`src/rtl/alu_pkg.sv`:
```
// ALU shared definitions
// Data widths, RISC-V opcodes and function codes, operation classes
// and the controller state encoding
package alu_pkg;

    localparam int XLEN = 32;              // Data word width

    typedef logic [31:0] word_t;           // Operand, result, immediate
    typedef logic [63:0] dword_t;          // Full product, MAC accumulator
    typedef logic [6:0]  opcode_t;
    typedef logic [2:0]  funct3_t;
    typedef logic [6:0]  funct7_t;

    // Opcodes accepted by the unit
    localparam opcode_t OP_REG       = 7'b0110011;  // R-type, RV32I and RV32M
    localparam opcode_t OP_IMM       = 7'b0010011;  // I-type integer
    localparam opcode_t OP_CUST_MAT  = 7'b0001011;  // Custom-0, MAC (matrix dropped)
    localparam opcode_t OP_CUST_POOL = 7'b0001111;  // Max and average pooling

    localparam funct7_t F7_MULDIV = 7'b0000001;     // RV32M marker

    // Which unit produces the result
    typedef enum logic [2:0] {
        CLS_INT,
        CLS_MUL,
        CLS_DIV,
        CLS_MAC,
        CLS_POOL,
        CLS_ILLEGAL
    } op_class_e;

    typedef enum logic [1:0] {
        S_IDLE,    // Waiting for a request
        S_EXEC,    // Operands latched, units evaluate
        S_DIV,     // Serial divide running
        S_HOLD     // Response valid until taken
    } ctrl_state_e;

endpackage

```
`src/rtl/alu_op_if.sv`:
```
// Latched operation bus
// Controller drives the operands and function bits of the current
// operation, every execution unit reads them
`timescale 1ns/10ps

interface alu_op_if import alu_pkg::*; #(
    parameter int XLEN = alu_pkg::XLEN
);

    logic [XLEN-1:0] operand_a;   // rs1
    logic [XLEN-1:0] operand_b;   // rs2 or immediate
    funct3_t         funct3;
    logic            alt;         // funct7 bit 5, SUB and SRA select

    modport ctrl (
        output operand_a,
        output operand_b,
        output funct3,
        output alt
    );

    modport unit (
        input operand_a,
        input operand_b,
        input funct3,
        input alt
    );

endinterface

```
`src/rtl/mul_unit.sv`:
```
// RV32M multiplier
// One double-width product with per-operand signedness, low word for MUL,
// high word for MULH, MULHSU and MULHU
`timescale 1ns/10ps

module mul_unit import alu_pkg::*; #(
    parameter int XLEN = alu_pkg::XLEN
) (
    alu_op_if.unit          op,
    output logic [XLEN-1:0] mul_result
);

    logic              a_signed, b_signed;
    logic [2*XLEN-1:0] a_ext, b_ext;
    logic [2*XLEN-1:0] product;

    assign a_signed = (op.funct3[1:0] != 2'b11);   // MULHU treats both unsigned
    assign b_signed = !op.funct3[1];               // Only MUL and MULH sign rs2

    // Sign extended to full width, truncated product is exact
    assign a_ext   = {{XLEN{a_signed && op.operand_a[XLEN-1]}}, op.operand_a};
    assign b_ext   = {{XLEN{b_signed && op.operand_b[XLEN-1]}}, op.operand_b};
    assign product = a_ext * b_ext;

    assign mul_result = (op.funct3[1:0] == 2'b00) ? product[XLEN-1:0]
                                                  : product[2*XLEN-1:XLEN];

endmodule

```
`src/flat_wrapper.sv`:
```
// flat-port wrapper written by rule: the top's interface ports become plain ports
module mul_unit_flat import alu_pkg::*;
#(
    parameter int XLEN = alu_pkg::XLEN
)
  (mul_result, op_operand_a, op_operand_b, op_funct3, op_alt);
  alu_op_if #(.XLEN(XLEN)) op_i ();
  output logic [XLEN-1:0] mul_result;
  input wire logic [$bits(op_i.operand_a)-1:0] op_operand_a;
  input wire logic [$bits(op_i.operand_b)-1:0] op_operand_b;
  input wire logic [$bits(op_i.funct3)-1:0] op_funct3;
  input wire logic [$bits(op_i.alt)-1:0] op_alt;
  assign op_i.operand_a = op_operand_a;
  assign op_i.operand_b = op_operand_b;
  assign op_i.funct3 = op_funct3;
  assign op_i.alt = op_alt;
  mul_unit #(.XLEN(XLEN)) u_core (.op(op_i), .mul_result(mul_result));
endmodule
```
`config.mk`:
```
export PLATFORM = sky130hd
export DESIGN_NAME = mul_unit_flat
export DESIGN_NICKNAME = d
export VERILOG_FILES = /design/src/rtl/alu_pkg.sv /design/src/rtl/alu_op_if.sv /design/src/rtl/mul_unit.sv /design/src/flat_wrapper.sv
export SDC_FILE = /design/constraint.sdc
export NUM_CORES = 2
export LEC_CHECK = 0
export ABC_AREA = 1
export BUFFER_PORTS_ARGS = -buffer_cell sky130_fd_sc_hd__buf_4
export CORE_MARGIN = 2
export CORE_UTILIZATION = 55
export DETAILED_ROUTE_END_ITERATION = 6
export PLACE_DENSITY = 0.72
export SLEW_MARGIN = 20
export SYNTH_ARGS = -nofsm -noshare
export SYNTH_HDL_FRONTEND = slang
export SYNTH_SLANG_ARGS = --single-unit
```
`constraint.sdc`:
```
create_clock -name vclk -period 14.5
set_input_delay 2.175 -clock vclk [all_inputs]
set_output_delay 2.175 -clock vclk [all_outputs]
set_load 0.01 [all_outputs]
```
==> impl_metrics.toml <==
[outcome]
status = "completed"

[logic_synthesis]
synth_area_um2 = 40100
syn_avg_cell_area_um2 = 7.85
synth_top_family_by_area = "adder cells"
synthSimpleGateAreaFrac = 0.169
yosys.area_share.adder = 0.628
yosysTopAreaCellShare = 0.562
synthXorXnorAreaFrac = 0.00372
seq_area_frac_synth = 0
ys_warn_count = 0
synthTopCellsByCount = "inv_1, nand2_1, fa_1"
syn_nets = 6509
synth_cell_types = 38
synthCells = 5104
yosysMostFrequentCell = "inv_1"
synth_compound_area_frac = 0.0271
synth.area.mux_share = 0
synth_top_cell_by_area = "fa_1"
synth_area_leaders = "fa_1, inv_1, nand2_1, ha_1, clkbuf_1"

[sta]
hold_viol_final = 0
rsz0062_at_grt = "no"
finalSetupViolations = 0
fin_crit_sh = 0.872
tightest_slew_ns = 0.937
relSlewSlack = 0.375
fmax_mhz = 79.1
final_max_slew_viol_count = 0
min_period_ns = 12.64
finalSetupTns_ns = 0

[routing]
drt_iter0_drc = 2072
vias = 31263
drt_drc_violations_left = 0
drtAntennaViolNets = 0
dr.pass1.iters = 6
vias_per_cell = 5.29
drt_wl_total_um = 108000
wire_per_inst_um = 18.3

[finish]
nFillCells = 6664
multi_input_area_um2 = 33200
nFlopsAndLatches = 0
drive_above_1_share = 0.0293
seq_area_um2 = 0
fin_nets = 6360
clkbuf_count = 0
syn_to_final_growth_pct = 2.48

[setup_path]
max_stage_delay_ns = 0.66
critPathRequiredTime_ns = 12.32
crit_fanout = 33
start_kind = "primary input"
crit_family = "adder cells"
cp_slowest_cell = "fa_1"
cp.arrival_ns = 10.47
cp_num_buf_inv = 10
end_kind = "output port"
crit_type = "in2out"

[global_route]
grt_max_degree = 35
grt_first_pass_wirelength_um = 179000
grt_pass1_vias = 33509
grt_use_total = 0.304
antenna_found_initial = 5
grt_overflow = 0

[placed_design]
numPortBuffers = 98
gp_congestion = 0.979
hpwl_um = 91900

[floorplan]
coreArea_um2 = 71900
die_y_um = 274
num_rows = 98
die_x_um = 274
initial_core_util = 0.558
fp.dieArea_um2 = 75000
ios = 100

[flow_run]
maxCapViolations = 0

[clock_network]
hold_buffers = 0
cts_setup_buffers = 0
cts-resized-gates = 0

[hold_path]
min_path_type = "in2out"
## routing by layer
layer	vias to the layer above	GRT usage	wire, um
met2	1223	0.531	54800
met3	240	0.0262	7310
met1	15993	0.408	42500
li1	13807	-	-
met5	-	0	0
met4	0	0.0892	3720
## tightest hold or removal path, cell delays in order
cell and delay [ns]:
buf_4 0.24, nand3_1 0.14, o21ai_1 0.15, buf_4 0.18
## cells by family after synthesis
group                    count (synthesis)
buffers and inverters                 1826
AND/OR/NAND/NOR                       1719
adder cells (fa/ha/maj)               1337
AO/OA/AOI/OAI                          205
XOR/XNOR                                17
## layout by cell type, fill, tap and decap left out, types with 2 or more instances in the layout
master,instances
xnor2_1,3
fa_1,1124
nand3_2,6
o21a_1,3
nand3b_1,4
inv_1,1562
ha_1,212
buf_4,103
o21bai_1,15
o21ai_1,19
inv_2,9
nor4_1,2
diode_2,4
nand2_1,1401
nor2_2,7
nand2_2,4
nand3_1,99
nor2_1,157
a21oi_1,107
o21ai_0,56
xor2_1,14
nor3_1,8
or2_2,8
nor4_2,2
nand4_1,17
## worst paths after layout
check	from	end	slack (ns)	cells after the start
hold / removal	op_operand_b[0]	mul_result[0]	5.07	4
setup / recovery	op_operand_a[31]	mul_result[30]	1.86	30
## cell type report
cell class	count	share of cell area
multi-input combinational	3278	0.808
inverter	1572	0.144
tap	950	0.0289
timing repair buffer	103	0.0188
antenna	4	0.000244
## through the flow
| stage | std cells | utilization | setup WS, ns | cell area [um^2] | hold WS, ns |
|---|---|---|---|---|---|
| 6_report | 5907 | 0.572 | 1.86 | 41100 | 5.07 |
| 5_1_grt | 5907 | 0.572 | 1.33 | 41100 | 5.08 |
| 4_1_cts | 5903 | 0.571 | 1.92 | 41100 | 5.06 |
| 3_5_place_dp | 5903 | 0.571 | 1.94 | 41100 | 5.05 |
| 3_3_place_gp | 5903 | 0.571 | 2.01 | 41100 | 5.05 |
| 2_1_floorplan | 5104 | - | 3.15 | 40100 | 4.50 |
Power is left out: the tool's default activity adds up to more than one toggle a clock period on the data nets, which glitch-free logic cannot reach.
