## config.mk

```make
export PLATFORM = sky130hd
export DESIGN_NAME = serial_divider_flat
export DESIGN_NICKNAME = d
export VERILOG_FILES = /design/src/rtl/alu_pkg.sv /design/src/rtl/alu_op_if.sv /design/src/rtl/serial_divider.sv /design/src/flat_wrapper.sv
export SDC_FILE = /design/constraint.sdc
export NUM_CORES = 1
export LEC_CHECK = 0
export ABC_AREA = 1
export BUFFER_PORTS_ARGS = -buffer_cell sky130_fd_sc_hd__buf_2
export CORE_MARGIN = 3
export CORE_UTILIZATION = 66
export CTS_CLUSTER_DIAMETER = 40
export DETAILED_ROUTE_END_ITERATION = 7
export PLACE_DENSITY = 0.9
export SYNTH_ARGS = -nofsm -noshare
export SYNTH_HDL_FRONTEND = slang
export SYNTH_SLANG_ARGS = --single-unit
```

## constraint.sdc

```tcl
create_clock -name clk -period 4.9 [get_ports clk]
set_clock_uncertainty 0.05 [all_clocks]
set_input_delay 0.245 -clock clk [delete_from_list [all_inputs] [get_ports clk]]
set_output_delay 0.245 -clock clk [all_outputs]
set_load 0.1 [all_outputs]
```

## src/rtl/alu_pkg.sv

```systemverilog
// ALU shared definitions
// Data widths, RISC-V opcodes and function codes, operation classes
// and the controller state encoding
package alu_pkg;

    localparam int XLEN = 32;              // Data word width

    typedef logic [31:0] word_t;           // Operand, result, immediate
    typedef logic [63:0] dword_t;          // Full product, MAC accumulator
    typedef logic [6:0]  opcode_t;
    typedef logic [2:0]  funct3_t;
    typedef logic [6:0]  funct7_t;

    // Opcodes accepted by the unit
    localparam opcode_t OP_REG       = 7'b0110011;  // R-type, RV32I and RV32M
    localparam opcode_t OP_IMM       = 7'b0010011;  // I-type integer
    localparam opcode_t OP_CUST_MAT  = 7'b0001011;  // Custom-0, MAC (matrix dropped)
    localparam opcode_t OP_CUST_POOL = 7'b0001111;  // Max and average pooling

    localparam funct7_t F7_MULDIV = 7'b0000001;     // RV32M marker

    // Which unit produces the result
    typedef enum logic [2:0] {
        CLS_INT,
        CLS_MUL,
        CLS_DIV,
        CLS_MAC,
        CLS_POOL,
        CLS_ILLEGAL
    } op_class_e;

    typedef enum logic [1:0] {
        S_IDLE,    // Waiting for a request
        S_EXEC,    // Operands latched, units evaluate
        S_DIV,     // Serial divide running
        S_HOLD     // Response valid until taken
    } ctrl_state_e;

endpackage

```

## src/rtl/alu_op_if.sv

```systemverilog
// Latched operation bus
// Controller drives the operands and function bits of the current
// operation, every execution unit reads them
`timescale 1ns/10ps

interface alu_op_if import alu_pkg::*; #(
    parameter int XLEN = alu_pkg::XLEN
);

    logic [XLEN-1:0] operand_a;   // rs1
    logic [XLEN-1:0] operand_b;   // rs2 or immediate
    funct3_t         funct3;
    logic            alt;         // funct7 bit 5, SUB and SRA select

    modport ctrl (
        output operand_a,
        output operand_b,
        output funct3,
        output alt
    );

    modport unit (
        input operand_a,
        input operand_b,
        input funct3,
        input alt
    );

endinterface

```

## src/rtl/serial_divider.sv

```systemverilog
// Serial restoring divider
// One shift-subtract step per cycle on operand magnitudes, XLEN steps,
// then sign fix of quotient and remainder for DIV, DIVU, REM and REMU
`timescale 1ns/10ps

module serial_divider import alu_pkg::*; #(
    parameter int XLEN = alu_pkg::XLEN
) (
    input  logic            clk,
    input  logic            rst_n,
    input  logic            div_start,
    alu_op_if.unit          op,
    output logic            div_done,
    output logic [XLEN-1:0] div_result
);

    localparam int CW = $clog2(XLEN);

    logic [CW-1:0]   step_cnt;         // Steps still to run
    logic [XLEN-1:0] rem_q, quo_q;
    logic [XLEN-1:0] mag_a, mag_b;
    logic            neg_a, neg_b;
    logic [XLEN-1:0] rem_in, quo_in;
    logic [XLEN:0]   shifted, trial;
    logic [XLEN-1:0] rem_nx, quo_nx;

    // Operands stay latched on the bus for the whole divide
    assign neg_a = !op.funct3[0] && op.operand_a[XLEN-1];
    assign neg_b = !op.funct3[0] && op.operand_b[XLEN-1];
    assign mag_a = neg_a ? -op.operand_a : op.operand_a;
    assign mag_b = neg_b ? -op.operand_b : op.operand_b;

    // First step runs on the start edge
    assign rem_in  = div_start ? '0 : rem_q;
    assign quo_in  = div_start ? mag_a : quo_q;
    assign shifted = {rem_in, quo_in[XLEN-1]};
    assign trial   = shifted - {1'b0, mag_b};
    assign rem_nx  = trial[XLEN] ? shifted[XLEN-1:0] : trial[XLEN-1:0];  // Restore on borrow
    assign quo_nx  = {quo_in[XLEN-2:0], !trial[XLEN]};

    always_ff @(posedge clk or negedge rst_n) begin
        if (!rst_n) begin
            step_cnt <= '0;
            div_done <= 1'b0;
        end else if (div_start) begin
            step_cnt <= CW'(XLEN - 1);
            div_done <= 1'b0;
        end else begin
            div_done <= (step_cnt == CW'(1));       // Last step this edge
            if (step_cnt != '0)
                step_cnt <= step_cnt - 1'b1;
        end
    end

    always_ff @(posedge clk) begin
        if (div_start || step_cnt != '0) begin
            rem_q <= rem_nx;
            quo_q <= quo_nx;
        end
    end

    // Min / -1 wraps to the most negative word by itself
    always_comb begin
        if (op.funct3[1])
            div_result = neg_a ? -rem_q : rem_q;            // Remainder follows dividend
        else
            div_result = (neg_a != neg_b) ? -quo_q : quo_q;
    end

endmodule

```

## src/flat_wrapper.sv

```systemverilog
// flat-port wrapper written by rule: the top's interface ports become plain ports
module serial_divider_flat import alu_pkg::*;
#(
    parameter int XLEN = alu_pkg::XLEN
)
  (clk, rst_n, div_start, div_done, div_result, op_operand_a, op_operand_b, op_funct3, op_alt);
  alu_op_if #(.XLEN(XLEN)) op_i ();
  input  logic clk;
  input  logic rst_n;
  input  logic div_start;
  output logic div_done;
  output logic [XLEN-1:0] div_result;
  input wire logic [$bits(op_i.operand_a)-1:0] op_operand_a;
  input wire logic [$bits(op_i.operand_b)-1:0] op_operand_b;
  input wire logic [$bits(op_i.funct3)-1:0] op_funct3;
  input wire logic [$bits(op_i.alt)-1:0] op_alt;
  assign op_i.operand_a = op_operand_a;
  assign op_i.operand_b = op_operand_b;
  assign op_i.funct3 = op_funct3;
  assign op_i.alt = op_alt;
  serial_divider #(.XLEN(XLEN)) u_core (.clk(clk), .rst_n(rst_n), .div_start(div_start), .op(op_i), .div_done(div_done), .div_result(div_result));
endmodule
```

==> results of run 1 <==
[power by group through the flow]
stage,clock network [mW],registers [mW],logic [mW]
2_1_floorplan,0,0.920,2.31
3_3_place_gp,0,0.947,2.77
3_5_place_dp,0,0.952,2.83
4_1_cts,0.645,0.945,2.86
5_1_grt,0.670,0.969,3.18
6_report,0.645,0.954,2.91
[worst max-delay path: stages]
cell	delay (ns)
buf_2	0.12
or2_1	0.25
nor2_1	0.31
nand3_1	0.26
nor2_1	0.19
nand2_1	0.11
nand2_1	0.07
nand2_1	0.04
nand2_1	0.18
inv_1	0.07
ha_1	0.21
fa_1	0.40
inv_1	0.11
nand2_1	0.06
nand2_1	0.08
nand3_1	0.08
nand2_2	0.14
nand2_2	0.06
nand2_2	0.12
nand2_2	0.09
nand3_1	0.12
nand2_4	0.23
nand2_1	0.17
nand2_1	0.07
[worst max-delay path by stage]
| stage | slack [ns] | to | from | cells after the start |
|---|---|---|---|---|
| floorplan | 1.31 | div_result[12] | u_core.rem_q[0]$_DFFE_PP_ | 8 |
| global placement | 1.07 | u_core.rem_q[3]$_DFFE_PP_ | op_operand_a[4] | 24 |
| detailed placement | 0.89 | u_core.rem_q[9]$_DFFE_PP_ | op_operand_a[4] | 24 |
| CTS | 1.24 | u_core.rem_q[9]$_DFFE_PP_ | op_operand_a[4] | 24 |
| global route | 0.84 | u_core.rem_q[9]$_DFFE_PP_ | op_operand_a[2] | 25 |
| finish | 1.14 | u_core.rem_q[9]$_DFFE_PP_ | op_operand_a[4] | 24 |
[cells in the final DEF (no fill, tap or decap), types with 7 or more instances in the layout]
cell type,count
nand2_1,572
inv_1,264
nor2_1,206
nand3_1,139
o21ai_0,102
buf_2,101
edfxtp_1,64
a21oi_1,61
xor2_1,51
ha_1,39
nand4_1,25
nor3_1,21
nand2_2,20
o21ai_1,13
xnor2_1,11
clkbuf_16,10
o21bai_1,7
[flip-flops by register name (all words and copies together), names as in the netlist]
name and cells:
u_core.div_done 1, u_core.rem_q 32, u_core.step_cnt 5, u_core.quo_q 32
[through the flow]
step	total power, mW	instances	hold slack [ns]	util	setup WS (ns)
after floorplan	3.23	1693	-0.101	-	1.31
after global placement	3.72	1943	0.0224	0.723	1.07
after detailed placement	3.78	1943	0.0247	0.723	0.894
after CTS	4.45	1960	0.138	0.745	1.24
after global routing	4.81	1960	0.170	0.745	0.836
final	4.51	1960	0.134	0.745	1.14
[metal layers]
metal | share of wire | up-vias | global-route usage
li1 | - | 5545 | -
met1 | 0.41 | 4811 | 0.412
met2 | 0.47 | 528 | 0.623
met3 | 0.071 | 93 | 0.0387
met4 | 0.046 | 0 | 0.172
met5 | 0 | - | 0
[final cells by class]
cell class / count / area [um2] / area share
multi-input combinational: 1317 / 6340 / 0.604
sequential: 70 / 2070 / 0.197
inverter: 270 / 1010 / 0.0965
timing repair buffer: 107 / 553 / 0.0526
clock buffer: 10 / 250 / 0.0238
tap: 180 / 225 / 0.0214
clock inverter: 6 / 50.0 / 0.00476
[cells by family after synthesis]
family | count (synthesis) | share of synthesized area
xor+xnor | 62 | 0.0564
fa+ha+maj | 40 | 0.0527
buf+inv | 306 | 0.127
compound gates | 204 | 0.113
flops | 70 | 0.215
simple gates | 1011 | 0.436
==> qor.csv, run 1 <==
metric,value,unit
outcome,finished clean,
vias,10977,
synth_top_area_frac,0.223,
max_freq,0.266,GHz
grt_first_pass_wirelength,45600,um
gp_congestion,1.03,
hold_end,u_core.quo_q[1]$_DFFE_PP_,
net-switching-power,2.58,mW
synthFlopType,edfxtp_1,
reg2reg_slack,1.80,ns
async_flop_share,0.0857,
ys_top_cells_by_area,"nand2_1 (22%), edfxtp_1 (20%), inv_1 (10%), nor2_1 (8.0%), nand3_1 (7.2%)",
areaGrowthSynthToFinish,9.07,%
grt_max_degree,46,
maxSlewHeadroom,0.318,
synth.distinct_cells,43,
numCtsBuffers,9,
postSynthAreaPerCell,5.69,um2
coreArea,14100,um2
dr.pass1.iters,6,
dieArea,16100,um2
crit_path_max_fanout,33,
drive_gt1_frac,0.0916,
synth_area,9630,um2
postCtsSetupBuffers,0,
n_fill_cell,1220,
dpl-instance-area,10200,um2
p_int,1.93,mW
grt_pass1_vias,9948,
rows,43,
cts_tree,built,
cp.arrival,3.80,ns
initial_utilization,0.683,
synth_edf_count,64,
hold_path_startpoint,op_operand_a[0],
hold_viol,0,
tns,0,ns
hold_depth,3,
antenna_found_initial,0,
finalCritPeriodShare,0.767,
setup_viol,0,
worstMarginPinSlew,1.02,ns
netlist_instances,1693,
hold_class,in2reg,
antennaDiodeCount,0,
power_frac_comb,0.645,
clkPwrFrac,0.143,
portBuffers,101,
fin_crit,3.76,ns
path_class,in2reg,
synth_nets,1804,
maxCapViolations,0,
power_density,429,nW/um2
track_usage,0.348,
postLayoutCellArea,10500,um2
die_width,127,um
via_per_inst,5.60,
synthMostInstantiatedCell,nand2_1,
finalNetCount,1886,
wl_per_cell,14.5,um
worstReg2RegEnd,u_core.rem_q[9]$_DFFE_PP_,
synth_area_leader_cell,nand2_1,
drcViolationCount,0,
cts.repair.resized,0,
die_h,127,um
start_kind,input port,
hpwl,22600,um
drt-total-wl,28500,um
vdd_drop_max,0.274,mV
pwr-share-seq,0.212,
clkTransAtPathRegs,0.06,ns
synth.yosys.warnings,0,
p_leak,5.74,nW
switching_share,0.572,
cts_root_buf,clkbuf_16,
io_pins,104,
rsz0062_at_grt,no,
htreeDepth,3,
endpoint_kind,flip-flop,
overflow,0,
clkSinkCount,70,
rr_worst_depth,19,
netlist_top_cells_count,"nand2_1 (572), inv_1 (265), nor2_1 (206)",
worst_skew_pair.late_latency,0.35,ns
slew_violations,0,
drt_iter0_drc,1141,
cts_hold_buf,1,
seq_area_frac_synth,0.215,
antenna_left,0,
r2r-start,u_core.quo_q[31]$_DFFE_PP_,
synth-seq-cells,70,
clockBufferDepth,2,
cp.required,4.95,ns
Note: power is estimated with default switching activity, not from simulation.
==> inputs of run 2 (changes only) <==
--- a/config.mk
+++ b/config.mk
@@ -8,10 +8,10 @@
 export ABC_AREA = 1
 export BUFFER_PORTS_ARGS = -buffer_cell sky130_fd_sc_hd__buf_2
 export CORE_MARGIN = 3
-export CORE_UTILIZATION = 66
+export CORE_UTILIZATION = 56
 export CTS_CLUSTER_DIAMETER = 40
 export DETAILED_ROUTE_END_ITERATION = 7
-export PLACE_DENSITY = 0.9
+export PLACE_DENSITY = 0.82
 export SYNTH_ARGS = -nofsm -noshare
 export SYNTH_HDL_FRONTEND = slang
 export SYNTH_SLANG_ARGS = --single-unit
==> constraint.sdc (replaced) <==
create_clock -name clk -period 3.4 [get_ports clk]
set_clock_uncertainty 0.05 [all_clocks]
set_input_delay 0.17 -clock clk [delete_from_list [all_inputs] [get_ports clk]]
set_output_delay 0.17 -clock clk [all_outputs]
set_load 0.1 [all_outputs]
==> qor.csv, run 2 (synthesis results as in run 1) <==
metric,value,unit
cp.arrival,3.15,ns
worst_skew_pair.late_latency,0.34,ns
fin_total_pwr,6.77,mW
fin_crit,3.11,ns
maxCapViolations,0,
drive_gt1_frac,0.127,
worstMarginPinSlew,0.997,ns
finalCritPeriodShare,0.915,
antennaDiodeCount,0,
wl_per_cell,14.1,um
coreArea,16700,um2
hold_viol,0,
slew_violations,0,
setup_ws,0.291,ns
hpwl,24200,um
p_int,3.07,mW
m1WireLength,12500,um
largestRegisters,"u_core.quo_q: 32 flops, u_core.rem_q: 32 flops, u_core.step_cnt: 5 flops",
dieArea,18800,um2
antenna_left,0,
grt_first_pass_wirelength,46100,um
cp.required,3.44,ns
pwr-share-seq,0.201,
fin_util,0.675,
grt_pass1_vias,10059,
rows,47,
die_width,137,um
regArea,2070,um2
portBuffers,101,
outcome,finished clean,
vias,11046,
crit_path_max_fanout,33,
vdd_drop_max,0.522,mV
dr.pass1.iters,5,
clkPwrFrac,0.140,
hold_class,in2async,
wl_met2,14100,um
postCtsSetupBuffers,0,
n_fill_cell,1586,
drt-total-wl,29300,um
power_density,601,nW/um2
clockBufferDepth,2,
gp_congestion,0.952,
p_leak,6.15,nW
drt_iter0_drc,784,
antenna_found_initial,0,
maxSlewHeadroom,0.335,
start_kind,input port,
finalNetCount,1955,
setup_viol,0,
routed.top_layer,met4,
layout_commonest_cell,nand2_1,
die_h,137,um
endpoint_kind,flip-flop,
clkTransAtPathRegs,0.06,ns
power_frac_comb,0.659,
via_per_inst,5.34,
track_usage,0.308,
clkSinkCount,70,
wl_met3,1360,um
post-place-ws,-0.130,ns
final_cell_mix,"nand2_1 (572), inv_1 (264), nor2_1 (205)",
areaGrowthSynthToFinish,17.0,%
overflow,0,
rsz0062_at_grt,no,
cts_root_buf,clkbuf_16,
htreeDepth,3,
max_freq,0.322,GHz
grt_max_degree,39,
drcViolationCount,0,
cts_tree,built,
initial_utilization,0.577,
path_class,in2reg,
net-switching-power,3.70,mW
numCtsBuffers,9,
io_pins,104,
switching_share,0.546,
tns,0,ns
multi_input_area,6360,um2
-- run 2: worst paths after layout --
kind	slack (ns)	start	endpoint	depth (start not counted)
setup / recovery	0.29	op_operand_b[0]	u_core.rem_q[5]$_DFFE_PP_	22
hold / removal	0.13	rst_n	u_core.step_cnt[0]$_DFFE_PN0P_	2
setup reg to reg	0.49	u_core.quo_q[31]$_DFFE_PP_	u_core.rem_q[5]$_DFFE_PP_	19
hold reg to reg	0.48	u_core.step_cnt[2]$_DFFE_PN0P_	u_core.step_cnt[2]$_DFFE_PN0P_	1
max in group asynchronous	3.03	rst_n	u_core.step_cnt[4]$_DFFE_PN0P_	2
min in group clk	0.14	op_operand_a[0]	u_core.quo_q[1]$_DFFE_PP_	3
-- run 2: layout make-up --
cell class / instances / share of cell area
sequential: 70 / 0.184
clock buffer: 11 / 0.0244
tap: 220 / 0.0244
multi-input combinational: 1317 / 0.565
clock inverter: 5 / 0.00333
inverter: 270 / 0.0899
timing repair buffer: 176 / 0.109
-- run 2: repair_timing --
| action | CTS | global route |
|---|---|---|
| endpoints found under the setup margin | 0 | 32 |
| hold buffers | 1 | 0 |
| endpoints found under the hold margin | 6 | 0 |
| gates resized for setup | 0 | 4 |
-- run 2: routing by layer --
metal | up-vias | GRT usage
met5 | - | 0
met4 | 0 | 0.157
met3 | 72 | 0.0246
met2 | 369 | 0.549
met1 | 4932 | 0.371
li1 | 5673 | -
-- run 2: worst max-delay path: stages --
cell     delay [ns]
buf_2          0.10
inv_1          0.07
ha_1           0.16
inv_1          0.05
nor3_2         0.14
inv_1          0.08
nor2_1         0.12
nand2_1        0.16
nor2_1         0.17
nand2_1        0.10
o21ai_0        0.23
xor2_1         0.13
ha_1           0.34
nand2_1        0.08
nor2_1         0.13
nand2_1        0.10
nor2_1         0.15
nand2_2        0.09
nand3_1        0.19
nand2_8        0.19
nand2_1        0.12
nand2_1        0.06
-- run 2: power by group through the flow --
stage,clock network [mW],logic (mW),registers (mW)
2_1_floorplan,0,3.34,1.33
3_3_place_gp,0,4.32,1.37
3_5_place_dp,0,4.38,1.37
4_1_cts,0.952,4.42,1.36
5_1_grt,0.989,4.91,1.39
6_report,0.946,4.46,1.36
-- run 2: per-stage QoR --
stage               instance area (um2)  hold WS [ns]  std cells
floorplan                          9630        -0.176       1693
global placement                  10900       -0.0532       2052
detailed placement                10900       -0.0487       2052
CTS                               11200         0.107       2069
global route                      11300         0.132       2069
finish                            11300         0.131       2069
