==> config.mk <==
export PLATFORM = sky130hd
export DESIGN_NAME = media_unit_flat
export DESIGN_NICKNAME = d
export VERILOG_FILES = /design/src/rtl/alu_pkg.sv /design/src/rtl/alu_op_if.sv /design/src/rtl/media_unit.sv /design/src/flat_wrapper.sv
export SDC_FILE = /design/constraint.sdc
export NUM_CORES = 1
export LEC_CHECK = 0
export ABC_AREA = 1
export BUFFER_PORTS_ARGS = -buffer_cell sky130_fd_sc_hd__buf_4
export CAP_MARGIN = 20
export CORE_UTILIZATION = 40
export CTS_BUF_LIST = sky130_fd_sc_hd__clkbuf_8
export CTS_CLUSTER_SIZE = 25
export DETAILED_ROUTE_END_ITERATION = 16
export PLACE_DENSITY_LB_ADDON = 0.15
export RECOVER_POWER = 100
export SLEW_MARGIN = 20
export SYNTH_ARGS = -nofsm -noshare
export SYNTH_HDL_FRONTEND = slang
export SYNTH_SLANG_ARGS = --single-unit
==> constraint.sdc <==
create_clock -name clk -period 13.9 [get_ports clk]
set_input_delay 2.78 -clock clk [delete_from_list [all_inputs] [get_ports clk]]
set_output_delay 2.78 -clock clk [all_outputs]
set_load 0.01 [all_outputs]
==> src/rtl/alu_pkg.sv <==
// ALU shared definitions
// Data widths, RISC-V opcodes and function codes, operation classes
// and the controller state encoding
package alu_pkg;

    localparam int XLEN = 32;              // Data word width

    typedef logic [31:0] word_t;           // Operand, result, immediate
    typedef logic [63:0] dword_t;          // Full product, MAC accumulator
    typedef logic [6:0]  opcode_t;
    typedef logic [2:0]  funct3_t;
    typedef logic [6:0]  funct7_t;

    // Opcodes accepted by the unit
    localparam opcode_t OP_REG       = 7'b0110011;  // R-type, RV32I and RV32M
    localparam opcode_t OP_IMM       = 7'b0010011;  // I-type integer
    localparam opcode_t OP_CUST_MAT  = 7'b0001011;  // Custom-0, MAC (matrix dropped)
    localparam opcode_t OP_CUST_POOL = 7'b0001111;  // Max and average pooling

    localparam funct7_t F7_MULDIV = 7'b0000001;     // RV32M marker

    // Which unit produces the result
    typedef enum logic [2:0] {
        CLS_INT,
        CLS_MUL,
        CLS_DIV,
        CLS_MAC,
        CLS_POOL,
        CLS_ILLEGAL
    } op_class_e;

    typedef enum logic [1:0] {
        S_IDLE,    // Waiting for a request
        S_EXEC,    // Operands latched, units evaluate
        S_DIV,     // Serial divide running
        S_HOLD     // Response valid until taken
    } ctrl_state_e;

endpackage

==> src/rtl/alu_op_if.sv <==
// Latched operation bus
// Controller drives the operands and function bits of the current
// operation, every execution unit reads them
`timescale 1ns/10ps

interface alu_op_if import alu_pkg::*; #(
    parameter int XLEN = alu_pkg::XLEN
);

    logic [XLEN-1:0] operand_a;   // rs1
    logic [XLEN-1:0] operand_b;   // rs2 or immediate
    funct3_t         funct3;
    logic            alt;         // funct7 bit 5, SUB and SRA select

    modport ctrl (
        output operand_a,
        output operand_b,
        output funct3,
        output alt
    );

    modport unit (
        input operand_a,
        input operand_b,
        input funct3,
        input alt
    );

endinterface

==> src/rtl/media_unit.sv <==
// Media unit
// Unsigned multiply-accumulate into a 64-bit accumulator, and
// max or floor-average pooling of two words
`timescale 1ns/10ps

module media_unit import alu_pkg::*; #(
    parameter int XLEN = alu_pkg::XLEN
) (
    input  logic            clk,
    input  logic            rst_n,
    input  logic            mac_en,
    input  logic            pool_en,
    alu_op_if.unit          op,
    output logic [XLEN-1:0] media_result
);

    dword_t            mac_acc;        // Cleared by reset only
    logic [2*XLEN-1:0] product;
    logic [XLEN-1:0]   mac_word;
    logic [XLEN:0]     pool_sum;
    logic [XLEN-1:0]   pool_word;

    assign product  = op.operand_a * op.operand_b;          // Unsigned
    assign mac_word = mac_acc[XLEN-1:0] + product[XLEN-1:0];

    assign pool_sum  = {1'b0, op.operand_a} + {1'b0, op.operand_b};
    assign pool_word = op.funct3[0] ? pool_sum[XLEN:1]      // Floor average
                                    : ((op.operand_a > op.operand_b) ? op.operand_a
                                                                     : op.operand_b);

    assign media_result = pool_en ? pool_word : mac_word;

    always_ff @(posedge clk or negedge rst_n) begin
        if (!rst_n)
            mac_acc <= '0;
        else if (mac_en)
            mac_acc <= mac_acc + product;
    end

endmodule

==> src/flat_wrapper.sv <==
// flat-port wrapper written by rule: the top's interface ports become plain ports
module media_unit_flat import alu_pkg::*;
#(
    parameter int XLEN = alu_pkg::XLEN
)
  (clk, rst_n, mac_en, pool_en, media_result, op_operand_a, op_operand_b, op_funct3, op_alt);
  alu_op_if #(.XLEN(XLEN)) op_i ();
  input  logic clk;
  input  logic rst_n;
  input  logic mac_en;
  input  logic pool_en;
  output logic [XLEN-1:0] media_result;
  input wire logic [$bits(op_i.operand_a)-1:0] op_operand_a;
  input wire logic [$bits(op_i.operand_b)-1:0] op_operand_b;
  input wire logic [$bits(op_i.funct3)-1:0] op_funct3;
  input wire logic [$bits(op_i.alt)-1:0] op_alt;
  assign op_i.operand_a = op_operand_a;
  assign op_i.operand_b = op_operand_b;
  assign op_i.funct3 = op_funct3;
  assign op_i.alt = op_alt;
  media_unit #(.XLEN(XLEN)) u_core (.clk(clk), .rst_n(rst_n), .mac_en(mac_en), .pool_en(pool_en), .op(op_i), .media_result(media_result));
endmodule
==> results.md, run 1 <==
- Syn. warnings: 0
- Status: finished, violations left
- Htree depth: 2
- F_max: 0.0739 GHz
- Crit path largest cell delay: ~0.55 ns
- Die Y: 242 µm
- Max Cap Viol: 2
- GRT Residual Overflow: 0
- Overall routing resource usage: 0.276
- Final worst slack: roughly 0.37 ns
- Reg2Reg Launch Point: u_core.mac_acc[0]
- Setup crit start kind: primary input
- Mean Syn Cell Area: 6.93 µm²
- Nets@finish: approximately 4,200
- Final Wtd Congestion: 0.954
- Root buf cell: clkbuf_8
- R2r setup slk: 10.68 ns
- Dpl ws: -0.0198 ns
- Largest register FFs: 32
- Initial antenna violation count: 2
- R2R Path End: u_core.mac_acc[16]
- Hold depth: 2
- Crit Path Category: in2out
- Max Clock Skew: 0.0124 ns
- Synth Net Count: 4,037
- Final HPWL DP: 68,000 µm
- Tcrit/Tclk final: 0.974
- Fin crit period: 13.53 ns
- Hold path startpoint: u_core.mac_acc[0]
- Final ANT Viol Nets: 0
- Asr flop ratio synth: 1.00
- Vias in the first global route: 22,200
- Buf/Inv on CP: 12
- Worst r2r path cells: 11
- Top Registers: u_core.mac_acc: 32 flops
- Synth unique cells: 51
- Largest net degree at the start of global routing: between 50 and 60
- Vias/cell: 4.98
- Die ar.: between 0.05 and 0.06 mm²
- Area Growth Syn to Fin: 14.1%
- FILL cells: about 5,800
- DRC violations left: 0
- Data arrival, critical path: 10.75 ns
- Cell count after synthesis: 3,335
- Slew Limit Fails: 85
- Tightest Pin Transition: 1.94 ns
- Failing checks: capacitance limit, slew limit
- #FFs+latches synth: 32
- Core Footprint: 0.0567 mm²
- Sequential area share after synthesis: 0.0347
- Worst Setup End Kind: output pin
- Drt total wl: 80,100 µm
- Most common cell on crit path: nand2_1
- Worst hold-check path type: reg2reg
- CP max stage cell: fa_1
- Hold Fails Final Rpt: 0
- Die X: 242 µm
- First-pass iteration count of the detailed router: 5
- 1st-iter DRT viols: 1,324
- Primary FF master, synth: dfrtp_1
- Post-synth EDFFs: 0
- Cell family with most CP delay: adder cells
- Drt wl/cell: 18.8 µm
- Total CTS buffers: 5
- FP Rows: 87
- Hold endpoint: u_core.mac_acc[0]
- CTS clk-pin slew, worst paths: 0.07 ns
- Vias: roughly 21,000
- Synthesized cell area: 0.0231 mm²
- Slew HR: -0.291
- TritonCTS clock tree: done
- Largest Register: u_core.mac_acc
- Final setup violating endpoints: 0
- Cells after DPL: 4,239
- Initial Util: 0.407
- CTS max path bufs: 2
- Crit Path Max Fanout: 18
- Share of cells above drive strength 1: 0.107
- Clk Latency, worst-skew pair: 0.31 ns
- CP required: 11.12 ns
- Sinks on Clock Net: 32
- # IOs: 104
- Final cell count without fillers: 4,254
- First-pass GRT wire length: 126,000 µm
- IO buf count: 100
[stage by stage]
| step | TNS, ns | hold slack (ns) | utilization | instance area, µm² |
|---|---|---|---|---|
| after floorplan | 0 | 0.448 | - | 23100 |
| after global placement | -0.0220 | 0.464 | 0.454 | 25700 |
| after detailed placement | -0.0198 | 0.474 | 0.454 | 25700 |
| after CTS | 0 | 0.493 | 0.456 | 25900 |
| after global routing | -0.0312 | 0.517 | 0.465 | 26400 |
| final | 0 | 0.491 | 0.465 | 26400 |
[Yosys cell counts, types with 13 or more instances]
cell type	instances	area, µm²
o211ai_1	13	97.6
nor3_1	17	85.1
a21oi_1	139	696
xnor2_1	27	236
dfrtp_1	32	801
fa_1	410	8210
nand4_1	16	100
buf_2	23	115
inv_1	922	3460
nand3_1	104	521
nor2_1	116	435
ha_1	220	2750
nand2_1	951	3570
o21ai_1	23	115
o21ai_0	75	375
buf_1	22	82.6
clkbuf_1	82	308
xor2_1	40	350
[worst max-delay path by stage]
| stage | startpoint | endpoint | slack (ns) | cells past startpoint |
|---|---|---|---|---|
| after floorplan | op_operand_a[3] | media_result[31] | 0.89 | 38 |
| after global placement | op_operand_a[9] | media_result[28] | -0.02 | 36 |
| after detailed placement | op_operand_b[4] | media_result[31] | -0.02 | 35 |
| after CTS | op_operand_a[9] | media_result[31] | 0.01 | 43 |
| after global routing | op_operand_b[3] | media_result[25] | -0.02 | 39 |
| final | op_operand_b[3] | media_result[25] | 0.37 | 39 |
[cell usage in the layout, fill, tap and decap left out, types with 5 or more instances in the layout]
master and count:
xor2_1 40, or2_2 11, ha_2 5, buf_6 18, o21ai_2 5, o21a_1 8
clkbuf_8 5, a31oi_1 10, dfrtp_1 32, nor3_1 16, o21bai_1 7, inv_1 920
a21oi_1 129, o211ai_1 14, nand2_2 5, fa_1 405, nand3_1 105, o21ai_0 71
nand3b_1 11, buf_12 11, nor2_1 113, xnor2_1 25, a21oi_2 11, ha_1 198
nand2_1 947, a221oi_1 7, o21ai_1 25, nand4_1 16, buf_8 8, buf_4 245
ha_4 17, fa_2 5
[tightest hold or removal path: stages, from the launching register on]
cell and delay (ns):
dfrtp_1 0.36, nand2_1 0.06, nand2_1 0.05
[layer usage]
metal  vias to the layer above  wire, µm  track usage
met5                         -        10            0
met4                         2      1640       0.0490
met3                        78      5090       0.0315
met2                       650     37400        0.463
met1                     10400     35900        0.384
li1                      10000         -            -
[cells by family (layout without fill, tap and decap cells)]
group | after synthesis | after routing | synth area share
compound gates | 311 | 311 | 0.0770
buf+inv | 1057 | 1219 | 0.174
flops | 32 | 32 | 0.0347
fa+ha+maj | 630 | 630 | 0.474
other cells | 0 | 1 | 0
xor+xnor | 67 | 67 | 0.0254
simple gates | 1238 | 1238 | 0.215
[cell type report]
cell class              count  area, µm²  share of cell area
diodes                      1       2.50           0.0000949
repair buffers            286       2400              0.0909
flip-flops and latches     32        801              0.0304
well taps                 756        946              0.0359
clock buffers               5       68.8             0.00261
multi-input cells        2246      18600               0.707
clock inverters             3       42.5             0.00161
inverters                 925       3470               0.132
[timing repair]
| item | in CTS | in global routing |
|---|---|---|
| endpoints found under the setup margin | 3 | 9 |
| setup buffers | 0 | 6 |
| hold buffers | 0 | 0 |
| resized for setup | 11 | 95 |
| pin swaps | 1 | 30 |
Power of run 1 is left out: the tool's default activity adds up to more than one toggle a clock period on the data nets, which glitch-free logic cannot reach.
==> run 2: changes to the inputs <==
--- a/config.mk
+++ b/config.mk
@@ -5,9 +5,9 @@
 export SDC_FILE = /design/constraint.sdc
 export NUM_CORES = 1
 export LEC_CHECK = 0
-export ABC_AREA = 1
 export BUFFER_PORTS_ARGS = -buffer_cell sky130_fd_sc_hd__buf_4
 export CAP_MARGIN = 20
+export CORE_ASPECT_RATIO = 1.5
 export CORE_UTILIZATION = 40
 export CTS_BUF_LIST = sky130_fd_sc_hd__clkbuf_8
 export CTS_CLUSTER_SIZE = 25
==> run 2 against run 1 <==
The run ends with DRC, capacitance limit, slew limit, setup timing left. Sequential share of layout area increased by 0.055 points. Non-clock buffer count increased by 73. Synthesized cell count decreased by 22%. Register-to-register slack got worse by 0.57 ns. First-iteration DRC count decreased by 26%. Synthesized area decreased by 5.7%. Die area decreased by 5.6%. Design area decreased by 1.8%. Worst hold slack improved by 0.030 ns. Routed wire length decreased by 4.2%. Global-route usage increased by 1.2 points. Critical endpoint is now media_result[29].
==> results.md, run 2 <==
- Fin crit period: 14.07 ns (was 13.53 ns)
- Drt wl/cell: 21.7 µm (was 18.8 µm)
- CP max stage cell: fa_2 (was fa_1)
- Syn. warnings: 0 (unchanged)
- Drt total wl: 76,700 µm (was 80,100 µm)
- Setup crit start kind: primary input (unchanged)
- Die ar.: 0.0554 mm² (was 0.0587 mm²)
- Post-synth EDFFs: 0 (unchanged)
- Data arrival, critical path: 11.29 ns (was 10.75 ns)
- Top cell type by total area after synthesis: fa_1 (unchanged)
- Share of cells above drive strength 1: 0.185 (was 0.107)
- Crit path largest cell delay: 0.54 ns (was 0.55 ns)
- Nets@finish: 3,546 (was 4,198)
- Top Registers: u_core.mac_acc: 32 flops (unchanged)
- Sequential area share after synthesis: 0.0368 (was 0.0347)
- Gr busiest metal: met2 (unchanged)
- IO buf count: 100 (unchanged)
- Cell count after synthesis: 2,593 (was 3,335)
- Die Y: 288 µm (was 242 µm)
- Slew HR: -0.407 (was -0.291)
- FILL cells: 5,325 (was 5,846)
- Tcrit/Tclk final: 1.01 (was 0.974)
- Area share of xor/xnor cells in the synthesized design: 0.0547 (was 0.0254)
- Hold Fails Final Rpt: 0 (unchanged)
- Root buf cell: clkbuf_8 (unchanged)
- Dpl cell area: 0.0247 mm² (was 0.0257 mm²)
- Most common cell in the netlist: inv_1 (was nand2_1)
- Worst hold-check path type: reg2reg (unchanged)
- Mean Syn Cell Area: 8.40 µm² (was 6.93 µm²)
- Tightest Pin Transition: 2.11 ns (was 1.94 ns)
- Vias in the first global route: 20,300 (was 22,200)
- Top cells by count, synth: inv_1 (541), fa_1 (410), nand2_1 (321) (was nand2_1 (951), inv_1 (922), fa_1 (410))
- #FFs+latches synth: 32 (unchanged)
- Largest Register: u_core.mac_acc (unchanged)
- FP Rows: 104 (was 87)
- Die X: 193 µm (was 242 µm)
- First-pass GRT wire length: 118,000 µm (was 126,000 µm)
- Final worst slack: -0.172 ns (was 0.368 ns)
- Sinks on Clock Net: 32 (unchanged)
- Htree depth: 2 (unchanged)
- Post-synth top area share: 0.377 (was 0.355)
- Crit path from: op_operand_b[6] (was op_operand_b[3])
- Post-synthesis compound-gate area fraction: 0.0996 (was 0.0770)
- Mux share of post-synthesis cell area: 0.0278 (was 0)
- GRT met3 Usage: 0.0273 (was 0.0315)
- Overall routing resource usage: 0.288 (was 0.276)
- Crit Path Category: in2out (unchanged)
- Final Instance Area: 0.0259 mm² (was 0.0264 mm²)
- Asr flop ratio synth: 1.00 (unchanged)
- Max Cap Viol: 3 (was 2)
- Post-layout util: 0.482 (was 0.465)
- Synth Net Count: 3,295 (was 4,037)
- GRT Residual Overflow: 0 (unchanged)
- # IOs: 104 (unchanged)
- Reg2Reg Launch Point: u_core.mac_acc[1] (was u_core.mac_acc[0])
- Top cells by area, synth: fa_1 (38%), ha_1 (13%), inv_1 (9.3%) (was fa_1 (36%), nand2_1 (15%), inv_1 (15%))
- Vias: 18,700 (was 21,200)
- F_max: 0.0711 GHz (was 0.0739 GHz)
- Post-Synth Adder-Cell Area: 0.503 (was 0.474)
- First-pass iteration count of the detailed router: 11 (was 5)
- Simple-gate portion of the synthesized area: 0.164 (was 0.215)
- TritonCTS clock tree: done (unchanged)
- 1st-iter DRT viols: 975 (was 1,324)
- Core Footprint: 0.0537 mm² (was 0.0567 mm²)
- Dpl ws: -0.733 ns (was -0.0198 ns)
- Cells after DPL: 3,500 (was 4,239)
- Initial Util: 0.405 (was 0.407)
- Total CTS buffers: 5 (unchanged)
- Area Growth Syn to Fin: 18.8% (was 14.1%)
- Met2 usage: 0.513 (was 0.463)
- Failing checks: DRC, capacitance limit, slew limit, setup timing (was capacitance limit, slew limit)
- DRC violations left: 14 (was 0)
- R2r setup slk: 10.11 ns (was 10.68 ns)
- Final ANT Viol Nets: 0 (unchanged)
- CP required: 11.12 ns (about the same)
- CTS max path bufs: 2 (unchanged)
- Largest register FFs: 32 (unchanged)
- Commonest cells after routing, fill and taps aside: inv_1 (521), fa_1 (399), nand2_1 (319) (was nand2_1 (947), inv_1 (920), fa_1 (405))
- Initial antenna violation count: 3 (was 2)
- Vias/cell: 5.28 (was 4.98)
- Max Clock Skew: 0.00983 ns (was 0.0124 ns)
- Final cell count without fillers: 3,534 (was 4,254)
- Final Wtd Congestion: 0.926 (was 0.954)
- Commonest non-fill, non-tap cell in the layout: inv_1 (was nand2_1)
- Crit Path Max Fanout: 16 (was 18)
- Global-route met1 utilization: 0.354 (was 0.384)
- Synthesized cell area: 0.0218 mm² (was 0.0231 mm²)
- Clk Latency, worst-skew pair: 0.31 ns (about the same)
- Final HPWL DP: 64,500 µm (was 68,000 µm)
- Antenna Cells: 0 (was 1)
- Slew Limit Fails: 80 (was 85)
- Main combinational cell family by area after synthesis: adder cells (unchanged)
- Synth unique cells: 74 (was 51)
- Worst Setup End Kind: output pin (unchanged)
- Largest net degree at the start of global routing: 40 (was 52)
- Primary FF master, synth: dfrtp_1 (unchanged)
- Status: finished, violations left (unchanged)
- CTS clk-pin slew, worst paths: 0.07 ns (about the same)
- RSZ-0062 raised after global routing: true
- Final setup violating endpoints: 3 (was 0)
- Hold path startpoint: u_core.mac_acc[0] (unchanged)
## run 2: cell type report
class / count / area (µm²) / share of cell area
clock buffers: 6 / 82.6 / 0.00319
clock inverters: 2 / 7.51 / 0.000290
inverters: 543 / 2040 / 0.0787
multi-input cells: 1903 / 19200 / 0.743
flip-flops and latches: 32 / 801 / 0.0309
well taps: 689 / 862 / 0.0333
repair buffers: 359 / 2850 / 0.110
## run 2: logic make-up (layout without fill, tap and decap cells)
kind of cell / Yosys count / after routing
AND/OR/NAND/NOR: 749 / 749
buffers and inverters: 658 / 910
adder cells (fa/ha/maj): 630 / 630
AO/OA/AOI/OAI: 331 / 331
XOR/XNOR: 136 / 136
multiplexers: 57 / 57
flip-flops: 32 / 32
## run 2: what timing repair did
| action | CTS | global route |
|---|---|---|
| pin swaps | 123 | 82 |
| resized for setup | 145 | 63 |
| hold buffers | 0 | 0 |
| setup buffers | 21 | 9 |
| gates cloned | 0 | 0 |
| setup endpoints to repair | 11 | 11 |
## run 2: through the flow
stage	TNS (ns)	hold WS (ns)
after floorplan	0	0.487
final	-0.278	0.521
after global placement	-3.53	0.497
after CTS	-0.324	0.524
after global routing	-2.13	0.539
after detailed placement	-4.19	0.503
## run 2: worst max-delay path, delay by kind of cell
family / cells / cell delay, ns
and+or+nand+nor: 4 / 0.45
AOI/OAI and AO/OA: 14 / 2.85
buffers and inverters: 6 / 0.54
xor gates and xnor gates: 2 / 0.42
adders and majority gates: 11 / 4.21
## run 2: worst paths after layout
| kind | to | depth (start not counted) |
|---|---|---|
| max reg2reg | u_core.mac_acc[29] | 18 |
| min | u_core.mac_acc[0] | 1 |
| min in group asynchronous | u_core.mac_acc[27] | 1 |
| max in group asynchronous | u_core.mac_acc[8] | 1 |
| min reg2reg | u_core.mac_acc[0] | 1 |
| max | media_result[29] | 37 |
## run 2: routing by layer
layer	share of wire	wire, µm
met1	0.39	30100
met2	0.51	39400
met3	0.051	3890
met4	0.043	3260
met5	0.00055	42
Power of run 2 is left out for the same reason.
